### config.mk
export PLATFORM = sky130hd
export DESIGN_NAME = simple_axi_write
export DESIGN_NICKNAME = d
export VERILOG_FILES = /design/src/hw/axi_write_pkg.sv /design/src/hw/axi_transfer_controller.sv /design/src/hw/byte_realign.sv /design/src/hw/simple_axi_write.sv /design/src/hw/word_count_gate.sv
export VERILOG_INCLUDE_DIRS = /design/src /design/src/hw
export SDC_FILE = /design/constraint.sdc
export NUM_CORES = 1
export LEC_CHECK = 0
export BUFFER_PORTS_ARGS = -buffer_cell sky130_fd_sc_hd__buf_2
export CORE_MARGIN = 1.5
export CORE_UTILIZATION = 40
export CTS_BUF_LIST = sky130_fd_sc_hd__clkbuf_4 sky130_fd_sc_hd__clkbuf_8
export CTS_CLUSTER_SIZE = 16
export DETAILED_ROUTE_END_ITERATION = 16
export GPL_TIMING_DRIVEN = 0
export PLACE_DENSITY_LB_ADDON = 0.05
export SKIP_CTS_REPAIR_TIMING = 1
export SLEW_MARGIN = 15
export SYNTH_ARGS = -nofsm -noshare
export SYNTH_HDL_FRONTEND = slang
export SYNTH_SLANG_ARGS = --single-unit
### constraint.sdc
create_clock -name clk_i -period 16.8 [get_ports clk_i]
set_input_delay 3.36 -clock clk_i [delete_from_list [all_inputs] [get_ports clk_i]]
set_output_delay 3.36 -clock clk_i [all_outputs]
set_load 0.01 [all_outputs]
### src/hw/axi_write_defs.svh
`ifndef AXI_WRITE_DEFS_SVH
`define AXI_WRITE_DEFS_SVH

// Bus geometry
`define AW_ADDR_W    32
`define AW_DATA_W    32

// AXI awlen field width
`define AW_LEN_W     8

// Byte length on the simple port
`define AW_SLEN_W    12

// Burst limits
`define AW_MAX_BEATS 16
`define AW_BOUNDARY  4096  // Bursts never cross this many bytes

// Derived from the data width
`define AW_STRB_W    (`AW_DATA_W / 8)
`define AW_OFFSET_W  $clog2(`AW_STRB_W)  // Byte lane index width

`endif

### src/hw/axi_write_pkg.sv
`include "axi_write_defs.svh"

package axi_write_pkg;

   typedef logic [`AW_ADDR_W-1:0]   addr_t;    // Byte address
   typedef logic [`AW_DATA_W-1:0]   data_t;    // One bus word
   typedef logic [`AW_STRB_W-1:0]   strb_t;    // Byte enables
   typedef logic [`AW_SLEN_W-1:0]   slen_t;    // Request length in bytes
   typedef logic [`AW_LEN_W-1:0]    axlen_t;   // Beats minus one
   typedef logic [`AW_OFFSET_W-1:0] offset_t;  // Lane within a word

   // Write path sequencing
   typedef enum logic [1:0] {
      IDLE,  // Waiting for a request
      CALC,  // Controller outputs settle, awlen captured
      ADDR,  // awvalid up, waiting for awready
      DATA   // W beats of the current burst
   } wr_state_e;

endpackage

### src/hw/axi_transfer_controller.sv
`timescale 1ns/100ps
`include "axi_write_defs.svh"

module axi_transfer_controller (
   input  logic                  clk_i,
   input  logic                  rst_i,
   input  axi_write_pkg::addr_t  address_i,
   input  axi_write_pkg::slen_t  length_i,
   input  logic                  start_i,
   input  logic                  burst_start_i,
   output axi_write_pkg::addr_t  burst_addr_o,
   output axi_write_pkg::axlen_t burst_len_o,
   output axi_write_pkg::strb_t  first_strb_o,
   output axi_write_pkg::strb_t  last_strb_o,
   output axi_write_pkg::slen_t  word_count_o,
   output logic                  extra_beat_o,
   output logic                  last_burst_o,
   output logic                  last_burst_next_o
);

   localparam int CNT_W      = `AW_SLEN_W + 1;  // Room for offset plus length
   localparam int BOUND_BITS = $clog2(`AW_BOUNDARY);
   localparam int BEAT_SHIFT = `AW_OFFSET_W;

   // Request decode, sampled on start_i
   axi_write_pkg::offset_t start_offset;
   axi_write_pkg::offset_t end_lane;
   logic [CNT_W-1:0]       span_bytes;
   logic [CNT_W-1:0]       total_beats;
   logic [CNT_W-1:0]       src_words;
   axi_write_pkg::strb_t   head_strb;
   axi_write_pkg::strb_t   tail_strb;

   // Burst walk
   axi_write_pkg::addr_t   cur_addr_q;
   logic [CNT_W-1:0]       remaining_q;
   logic                   final_issued_q;
   logic [BOUND_BITS:0]    bound_bytes;
   logic [CNT_W-1:0]       bound_beats;
   logic [CNT_W-1:0]       burst_beats;

   axi_write_pkg::strb_t   first_strb_q;
   axi_write_pkg::strb_t   last_strb_q;
   axi_write_pkg::slen_t   word_count_q;
   logic                   extra_q;

   assign start_offset = address_i[`AW_OFFSET_W-1:0];
   assign span_bytes   = CNT_W'(length_i) + CNT_W'(start_offset);
   assign end_lane     = span_bytes[`AW_OFFSET_W-1:0];

   // Bus beats covering offset plus length, against source words
   assign total_beats = (span_bytes + CNT_W'(`AW_STRB_W - 1)) >> BEAT_SHIFT;
   assign src_words   = (CNT_W'(length_i) + CNT_W'(`AW_STRB_W - 1)) >> BEAT_SHIFT;

   always_comb begin
      for (int i = 0; i < `AW_STRB_W; i++) begin
         head_strb[i] = (i >= start_offset);
         tail_strb[i] = (end_lane == '0) || (i < end_lane);
      end
      // Single beat request, both edges on the same word
      if (total_beats == CNT_W'(1)) begin
         head_strb = head_strb & tail_strb;
      end
   end

   // Beats left before the next boundary
   assign bound_bytes = (BOUND_BITS + 1)'(`AW_BOUNDARY) -
                        {1'b0, cur_addr_q[BOUND_BITS-1:0]};
   assign bound_beats = CNT_W'(bound_bytes >> BEAT_SHIFT);

   always_comb begin
      burst_beats = CNT_W'(`AW_MAX_BEATS);
      if (remaining_q < burst_beats) begin
         burst_beats = remaining_q;
      end
      if (bound_beats < burst_beats) begin
         burst_beats = bound_beats;
      end
   end

   assign burst_addr_o      = cur_addr_q;
   assign burst_len_o       = axi_write_pkg::axlen_t'(burst_beats - CNT_W'(1));
   assign last_burst_o      = (remaining_q == burst_beats);
   assign last_burst_next_o = final_issued_q;  // Burst in flight is the final one
   assign first_strb_o      = first_strb_q;
   assign last_strb_o       = last_strb_q;
   assign word_count_o      = word_count_q;
   assign extra_beat_o      = extra_q;

   always_ff @(posedge clk_i or posedge rst_i) begin
      if (rst_i) begin
         remaining_q    <= '0;
         final_issued_q <= 1'b0;
      end else if (start_i) begin
         remaining_q    <= total_beats;
         final_issued_q <= 1'b0;
      end else if (burst_start_i) begin
         remaining_q    <= remaining_q - burst_beats;
         final_issued_q <= last_burst_o;
      end
   end

   always_ff @(posedge clk_i) begin
      if (start_i) begin
         // Bursts run on word aligned addresses, strobes cover the edges
         cur_addr_q   <= address_i & ~axi_write_pkg::addr_t'(`AW_STRB_W - 1);
         first_strb_q <= head_strb;
         last_strb_q  <= tail_strb;
         word_count_q <= axi_write_pkg::slen_t'(src_words);
         extra_q      <= (total_beats > src_words);
      end else if (burst_start_i) begin
         cur_addr_q <= cur_addr_q + (axi_write_pkg::addr_t'(burst_beats) << BEAT_SHIFT);
      end
   end

endmodule

### src/hw/byte_realign.sv
`timescale 1ns/100ps
`include "axi_write_defs.svh"

module byte_realign (
   input  logic                   clk_i,
   input  logic                   rst_i,
   input  axi_write_pkg::offset_t offset_i,
   input  axi_write_pkg::data_t   data_i,
   input  logic                   advance_i,
   output axi_write_pkg::data_t   data_o
);

   // Source word moved up by the lane offset with the spill in the top half
   logic [2*`AW_DATA_W-1:0] shifted;
   axi_write_pkg::data_t    carry_q;
   axi_write_pkg::data_t    carry_mask;

   assign shifted = {{`AW_DATA_W{1'b0}}, data_i} << {offset_i, 3'b000};

   // Carried bytes only ever land below the offset
   assign carry_mask = ~({`AW_DATA_W{1'b1}} << {offset_i, 3'b000});

   // Low lanes come from the previous word
   assign data_o = shifted[`AW_DATA_W-1:0] | (carry_q & carry_mask);

   always_ff @(posedge clk_i or posedge rst_i) begin
      if (rst_i) begin
         carry_q <= '0;
      end else if (advance_i) begin
         carry_q <= shifted[2*`AW_DATA_W-1:`AW_DATA_W];  // Zero at offset 0
      end
   end

endmodule

### src/hw/simple_axi_write.sv
`timescale 1ns/100ps
`include "axi_write_defs.svh"

module simple_axi_write (
   input  logic                  clk_i,
   input  logic                  rst_i,
   input  logic                  m_wvalid_i,
   input  axi_write_pkg::addr_t  m_waddr_i,
   input  axi_write_pkg::slen_t  m_wlen_i,
   input  axi_write_pkg::data_t  m_wdata_i,
   output logic                  m_wready_o,
   output logic                  m_wlast_o,
   output axi_write_pkg::addr_t  axi_awaddr_o,
   output axi_write_pkg::axlen_t axi_awlen_o,
   output logic [2:0]            axi_awsize_o,
   output logic [1:0]            axi_awburst_o,
   output logic                  axi_awvalid_o,
   input  logic                  axi_awready_i,
   output axi_write_pkg::data_t  axi_wdata_o,
   output axi_write_pkg::strb_t  axi_wstrb_o,
   output logic                  axi_wlast_o,
   output logic                  axi_wvalid_o,
   input  logic                  axi_wready_i
);

   axi_write_pkg::wr_state_e state_q;
   axi_write_pkg::axlen_t    awlen_q;
   axi_write_pkg::axlen_t    beat_cnt_q;
   axi_write_pkg::strb_t     wstrb_q;
   axi_write_pkg::offset_t   offset_q;
   logic                     awvalid_q;
   logic                     first_burst_q;

   // Controller results
   axi_write_pkg::axlen_t    burst_len;
   axi_write_pkg::strb_t     first_strb;
   axi_write_pkg::strb_t     last_strb;
   axi_write_pkg::slen_t     word_count;
   logic                     extra_beat;
   logic                     last_burst;
   logic                     last_burst_next;

   logic                     start;
   logic                     aw_fire;
   logic                     w_fire;
   logic                     in_data;
   logic                     pass_valid;
   logic                     gate_done;

   assign start   = (state_q == axi_write_pkg::IDLE) && m_wvalid_i;
   assign aw_fire = awvalid_q & axi_awready_i;
   assign in_data = (state_q == axi_write_pkg::DATA);
   assign w_fire  = axi_wvalid_o & axi_wready_i;

   axi_transfer_controller axi_transfer_controller_i (
      .clk_i             (clk_i),
      .rst_i             (rst_i),
      .address_i         (m_waddr_i),
      .length_i          (m_wlen_i),
      .start_i           (start),
      .burst_start_i     (aw_fire),
      .burst_addr_o      (axi_awaddr_o),
      .burst_len_o       (burst_len),
      .first_strb_o      (first_strb),
      .last_strb_o       (last_strb),
      .word_count_o      (word_count),
      .extra_beat_o      (extra_beat),
      .last_burst_o      (last_burst),
      .last_burst_next_o (last_burst_next)
   );

   // Source words only move during W beats
   word_count_gate word_count_gate_i (
      .clk_i        (clk_i),
      .rst_i        (rst_i),
      .count_i      (word_count),
      .load_i       (aw_fire && first_burst_q),  // Whole request counted once
      .src_valid_i  (m_wvalid_i),
      .sink_ready_i (in_data && axi_wready_i),
      .src_ready_o  (m_wready_o),
      .pass_valid_o (pass_valid),
      .last_o       (m_wlast_o),
      .done_o       (gate_done)
   );

   byte_realign byte_realign_i (
      .clk_i     (clk_i),
      .rst_i     (rst_i),
      .offset_i  (offset_q),
      .data_i    (m_wdata_i),
      .advance_i (w_fire),
      .data_o    (axi_wdata_o)
   );

   assign axi_awsize_o  = 3'(`AW_OFFSET_W);  // Full bus width
   assign axi_awburst_o = 2'b01;             // INCR
   assign axi_awlen_o   = awlen_q;
   assign axi_awvalid_o = awvalid_q;
   assign axi_wstrb_o   = wstrb_q;

   // Extra beat drains the carried bytes once the source is exhausted
   assign axi_wvalid_o = in_data && (pass_valid || (gate_done && extra_beat));
   assign axi_wlast_o  = in_data && (beat_cnt_q == awlen_q);

   always_ff @(posedge clk_i or posedge rst_i) begin
      if (rst_i) begin
         state_q       <= axi_write_pkg::IDLE;
         awlen_q       <= '0;
         beat_cnt_q    <= '0;
         awvalid_q     <= 1'b0;
         first_burst_q <= 1'b0;
      end else begin
         case (state_q)
            axi_write_pkg::IDLE: begin
               if (m_wvalid_i) begin
                  first_burst_q <= 1'b1;
                  state_q       <= axi_write_pkg::CALC;
               end
            end
            axi_write_pkg::CALC: begin
               awlen_q   <= burst_len;
               awvalid_q <= 1'b1;
               state_q   <= axi_write_pkg::ADDR;
            end
            axi_write_pkg::ADDR: begin
               if (axi_awready_i) begin
                  awvalid_q     <= 1'b0;
                  first_burst_q <= 1'b0;
                  beat_cnt_q    <= '0;
                  state_q       <= axi_write_pkg::DATA;
               end
            end
            axi_write_pkg::DATA: begin
               if (w_fire) begin
                  beat_cnt_q <= beat_cnt_q + 1'b1;
                  if (axi_wlast_o) begin
                     // Next burst or back to idle
                     if (last_burst_next) begin
                        state_q <= axi_write_pkg::IDLE;
                     end else begin
                        state_q <= axi_write_pkg::CALC;
                     end
                  end
               end
            end
            default: state_q <= axi_write_pkg::IDLE;
         endcase
      end
   end

   always_ff @(posedge clk_i) begin
      if ((state_q == axi_write_pkg::CALC) && first_burst_q) begin
         offset_q <= m_waddr_i[`AW_OFFSET_W-1:0];
      end

      // Strobe for the beat about to go out
      if (aw_fire) begin
         if (first_burst_q) begin
            wstrb_q <= first_strb;
         end else if ((awlen_q == '0) && last_burst) begin
            wstrb_q <= last_strb;  // Final burst of a single beat
         end else begin
            wstrb_q <= '1;
         end
      end else if (w_fire && !axi_wlast_o) begin
         if (((beat_cnt_q + 1'b1) == awlen_q) && last_burst_next) begin
            wstrb_q <= last_strb;
         end else begin
            wstrb_q <= '1;
         end
      end
   end

endmodule

### src/hw/word_count_gate.sv
`timescale 1ns/100ps

module word_count_gate (
   input  logic                 clk_i,
   input  logic                 rst_i,
   input  axi_write_pkg::slen_t count_i,
   input  logic                 load_i,
   input  logic                 src_valid_i,
   input  logic                 sink_ready_i,
   output logic                 src_ready_o,
   output logic                 pass_valid_o,
   output logic                 last_o,
   output logic                 done_o
);

   axi_write_pkg::slen_t count_q;
   logic                 working_q;
   logic                 word_fire;

   // Both directions closed while idle
   assign src_ready_o  = working_q & sink_ready_i;
   assign pass_valid_o = working_q & src_valid_i;
   assign word_fire    = src_valid_i & src_ready_o;

   assign last_o = working_q && (count_q == axi_write_pkg::slen_t'(1));
   assign done_o = ~working_q;

   always_ff @(posedge clk_i or posedge rst_i) begin
      if (rst_i) begin
         count_q   <= '0;
         working_q <= 1'b0;
      end else if (working_q) begin
         if (word_fire) begin
            count_q <= count_q - axi_write_pkg::slen_t'(1);
            if (count_q == axi_write_pkg::slen_t'(1)) begin
               working_q <= 1'b0;  // Final word through
            end
         end
      end else if (load_i && (count_i != '0)) begin
         // A load while busy is ignored
         count_q   <= count_i;
         working_q <= 1'b1;
      end
   end

endmodule

---- After elaboration in Yosys (flattened, before gate mapping) ----
Cells that the tools add are included.
operators by class
  add/subtract/negate cells ............... 9
  $mul .................................... 0
  divide/modulo/power cells ............... 0
  $lt $le $gt $ge ......................... 9
  equal/unequal tests ..................... 13
  shifts and indexed selects .............. 2
  multiplexer cells ....................... 34
  bitwise logic cells ..................... 10
  reduce and logical (&&, ||, !) cells .... 32
operators with widths
  operator                  number
  $mux W32                  2
  $shl A32 B5 Y64           1
  $mux W13                  4
  $mux W12                  3
  $add A32 B15 Y32          1
  $and A32 B32 Y32          1
  $not A32 Y32              1
  $or A32 B32 Y32           1
  $shl A32 B5 Y32 const A   1
  $mux W4                   5
  $eq A8 B8 Y1              2
  $mux W8                   2
  $pmux W8 S2               1
  $add A12 B2 Y13           1
  $add A12 B2 Y13 const B   1
  $add A13 B2 Y13 const B   1
  $eq A13 B13 Y1            1
  $lt A11 B13 Y1            1
  $lt A13 B5 Y1 const B     1
  $sub A13 B12 Y13 const A  1
  $sub A13 B13 Y13          1
  $eq A12 B1 Y1 const B     1
  $logic_and A1 B1 Y1       12
  $reduce_bool A12 Y1       1
  other kinds (28)          62
word-level totals
  register bits ........................... 137
  bits in latches ......................... 0
  RAM bits ................................ 0
  bits in read-only memories .............. 0
  input bits .............................. 81
  output and inout bits ................... 86
  logic and storage cells ................. 128
  memories kept ........................... 0

---- Depth between registers and ports, before layout ----
  depth in word-level cells ............... 9
  gate-level depth with buffers ........... 24
  gate-level depth less buffers ........... 24

---- Hierarchy ----
Synthesis repeated with hierarchy kept, for this count alone.
second synthesis, totals
  cells, all modules ...................... 1081
  area total of the unflattened synthesis .. 10058.4 um2
by module, submodules not included
  module                   times used  cells an instance  area each (um2)  sequential area each (um2)
  axi_transfer_controller  1           618                5510.3           1821.7
  byte_realign             1           188                1933.1           600.6
  simple_axi_write         1           169                1694.1           680.7
  word_count_gate          1           106                920.9            325.3

---- Least setup slack after synthesis ----
No wires, ideal clock.
  path kind ............................... input to output
  start point ............................. in m_wdata_i[16]
  end point ............................... out axi_wdata_o[24]
  arrival ................................. 4002 ps
  slack ................................... 9438 ps
  stages .................................. 3
  cell sequence ........................... mux2_2 -> mux2_2 -> buf_4
between the ends
  cells in the longest elaborated chain, start to end .. 2
ends and longest elaborated chain
  item                                  RTL line                source
  start, declared                       simple_axi_write.sv:10  input axi_write_pkg::data_t m_wdata_i,
  $shl A32 B5 Y64                       byte_realign.sv:18      assign shifted = {{`AW_DATA_W{1'b0}}, data_i} << {offset_i, 3'b000};
  named net byte_realign_i.shifted[24]  byte_realign.sv:14      logic [2*`AW_DATA_W-1:0] shifted;
  $or A32 B32 Y32                       byte_realign.sv:24      assign data_o = shifted[`AW_DATA_W-1:0] | (carry_q & carry_mask);
  end, declared                         simple_axi_write.sv:19  output axi_write_pkg::data_t axi_wdata_o,
The timed path passes the listed nets, and every way through them passes these cells.

---- Final worst setup path ----
  start point ............................. in m_wdata_i[7]
  end point ............................... out axi_wdata_o[31]
The elaborated chain is that of the path after synthesis.

==> flow_metrics.tcl <==
set metrics [dict create \
    setup_viol 0 \
    peakVddDrop_mv 0.0730 \
    stdcell_count 1614 \
    die_h_um 158 \
    power_density_mw_per_mm2 192 \
    worst_setup_path_start_kind "primary input" \
    intPower_uw 1170 \
    fin_nets 1424 \
    critPathCaptureType "output port" \
    maxSlewViolCount 0 \
    crit_type "primary input to output port" \
    cp_slowest_stage_delay_ns 0.27 \
    synth_seq_area_share 0.356 \
    die-area_mm2 0.0250 \
    ys_types 71 \
    status "finished clean" \
    cts-root-buf "clkbuf_8" \
    required_ns 13.44 \
    yosys_register_bits 126 \
    power_uw 2160 \
    sw_frac_of_total 0.461 \
    place_congestion 0.890 \
    core_mm2 0.0235 \
    p_sw_uw 997 \
    critPathArrivalTime_ns 4.29 \
    seq_area_mm2 0.00343 \
    synth_edf_count 55 \
    cts_tree "built" \
    path_cells "buf_2 > mux2_2 > mux2_2 > buf_4 > buf_2" \
    gr-total-overflow 0 \
    worst_pin_slew_ns 0.911 \
    drt-initial-drc-count 537 \
    multi_input_area_mm2 0.00576 \
    maxCapViolations 0 \
    yosys.area.top_type "dfrtp_1" \
    ios 167 \
    netlist_top_cells_area "dfrtp_1 (18%), edfxtp_1 (17%), ha_1 (7.5%)" \
    clockBufferDepth 2 \
    setup_slack_ns 9.15 \
    grt_use_total 0.222 \
    fp.dieW_um 158 \
    diodes 0 \
    ys_top_cells_by_count "nand2_1 (130), nor2_1 (86), o21ai_0 (72)" \
    io_buffers 154 \
    drive_gt1_frac 0.214 \
    clock.fmax_mhz 131 \
    cts_made_buffers 17 \
    p_leak_uw 0.00479 \
    min_period_ns 7.65 \
    synth_top_cell_area_share 0.184 \
    vias 8482 \
    pre_cts_ws_ns 9.17 \
    via_per_inst 5.26 \
    grt_max_degree 56 \
    grt_pass1_vias 7952 \
    critical_path.startpoint "m_wdata_i[7]" \
    synth_area_mm2 0.00964 \
    post_synth.cell_area_avg_um2 8.81 \
    skew_ns 0.0164 \
    dp_hpwl_um 20700 \
    power_frac_seq 0.280 \
    r2r_start "axi_transfer_controller_i.remaining_q[10]" \
    setup_tns_ns 0 \
    p_comb_frac 0.599 \
    fin_crit_sh 0.455 \
    hold_violations 0 \
    rows 56 \
    synth.most_common_cell "nand2_1" \
    nFillCells 2393 \
    rsz0062_at_grt "false" \
    cts_sinks 126 \
    synthFlopType "dfrtp_1" \
    routedWlPerCell_um 16.8 \
    grt_pass1_wl_um 42800 \
    synthArstFlopShare 0.563 \
    path_clk_slew_ns 0.08 \
    htree_levels 4 \
    postLayoutCellArea_mm2 0.0113 \
    syn_to_final_growth_pct 17.0 \
    routed_wl_um 27200 \
    synthCells 1094 \
    place_area_mm2 0.0109 \
    min_from "byte_realign_i.carry_q[22]" \
    slew_headroom 0.391 \
    worstHoldPathType "register to register" \
    antenna_left 0 \
    cp_slowest_cell "mux2_2" \
    antenna_found_initial 0 \
    yosys_warnings 0 \
    start_util 0.409 \
    post-route-drc-count 0 \
    worstSkewPairLatency_ns 0.46 \
    placedCellCount 1582 \
    dr.pass1.iters 5 \
    crit_path_max_fanout 3 \
    pwr-share-clk 0.121 \
]
-- stage by stage --
| stage | utilization | hold WS [ns] |
|---|---|---|
| finish | 0.479 | 0.481 |
| global route | 0.479 | 0.510 |
| CTS | 0.479 | 0.485 |
| detailed placement | 0.463 | 0.465 |
| global placement | 0.461 | 0.460 |
| floorplan | - | 0.444 |
-- flip-flops by register name (all words and copies together) (netlist names), 3 cells and up --
signal and flops:
axi_transfer_controller_i.last_strb_o 3, axi_transfer_controller_i.burst_addr_o 30, axi_transfer_controller_i.word_count_o 11, byte_realign_i.carry_q 24
axi_transfer_controller_i.first_strb_o 4, axi_transfer_controller_i.remaining_q 13, beat_cnt_q 8, axi_awlen_o 8
word_count_gate_i.count_q 12, axi_wstrb_o 4
-- power groups by stage --
stage,clock (uW),combinational (uW),sequential [uW]
2_1_floorplan,0,942,599
3_3_place_gp,0,1280,612
3_5_place_dp,0,1290,611
4_1_cts,269,1300,605
5_1_grt,281,1460,622
6_report,262,1300,606
-- area by class of cell --
| cell class | instances | share of cell area |
|---|---|---|
| inverter | 54 | 0.0182 |
| sequential | 126 | 0.304 |
| multi-input combinational | 862 | 0.510 |
| buffer | 66 | 0.0276 |
| clock inverter | 12 | 0.00965 |
| timing repair buffer | 155 | 0.0708 |
| clock buffer | 20 | 0.0239 |
| tap | 319 | 0.0354 |
-- worst paths after layout --
kind,slack (ns),depth (start not counted),end
worst max register to register,10.14,24,axi_transfer_controller_i.remaining_q[10]
worst min-delay path,0.48,2,byte_realign_i.carry_q[22]
worst min register to register,0.48,2,byte_realign_i.carry_q[22]
min in group asynchronous,2.83,2,byte_realign_i.carry_q[13]
max in group asynchronous,13.40,3,axi_transfer_controller_i.remaining_q[10]
worst max-delay path,9.15,5,axi_wdata_o[31]
-- cells by family after synthesis --
logic type | count (synthesis) | synth area share
compound gates | 258 | 0.166
xor+xnor | 93 | 0.0845
fa+ha+maj | 65 | 0.0857
buf+inv | 120 | 0.0532
flops | 126 | 0.356
mux | 68 | 0.0778
other cells | 2 | 0.000779
simple gates | 362 | 0.176
-- per-layer routing --
metal	GRT usage	vias up	wire, um
met2	0.345	183	12200
met3	0.0285	20	1020
met4	0.0521	0	267
li1	-	4245	-
met5	0	-	0
met1	0.326	4034	13700
-- worst max-delay path: cells and delay by family --
kind	cells	cell delay, ns
buffers and inverters	3	0.39
muxes	2	0.54
-- placed cells by master, fill, tap and decap left out, types with 10 or more instances in the layout --
| master | instances |
|---|---|
| o31ai_1 | 10 |
| nor4_1 | 13 |
| inv_1 | 52 |
| buf_4 | 15 |
| ha_1 | 58 |
| xnor2_1 | 67 |
| clkbuf_8 | 19 |
| conb_1 | 16 |
| o21ai_0 | 72 |
| clkbuf_1 | 40 |
| nand2b_1 | 10 |
| a21oi_1 | 57 |
| mux2_2 | 55 |
| and2_1 | 12 |
| nor2b_1 | 15 |
| edfxtp_1 | 55 |
| nor3_1 | 20 |
| o21ai_1 | 29 |
| dfrtp_1 | 71 |
| mux2i_1 | 13 |
| nor2_1 | 86 |
| and3_1 | 14 |
| nand2_1 | 129 |
| buf_2 | 160 |
| nand3_1 | 30 |
| xor2_1 | 26 |
No activity file was read; power rests on OpenSTA's default activity.
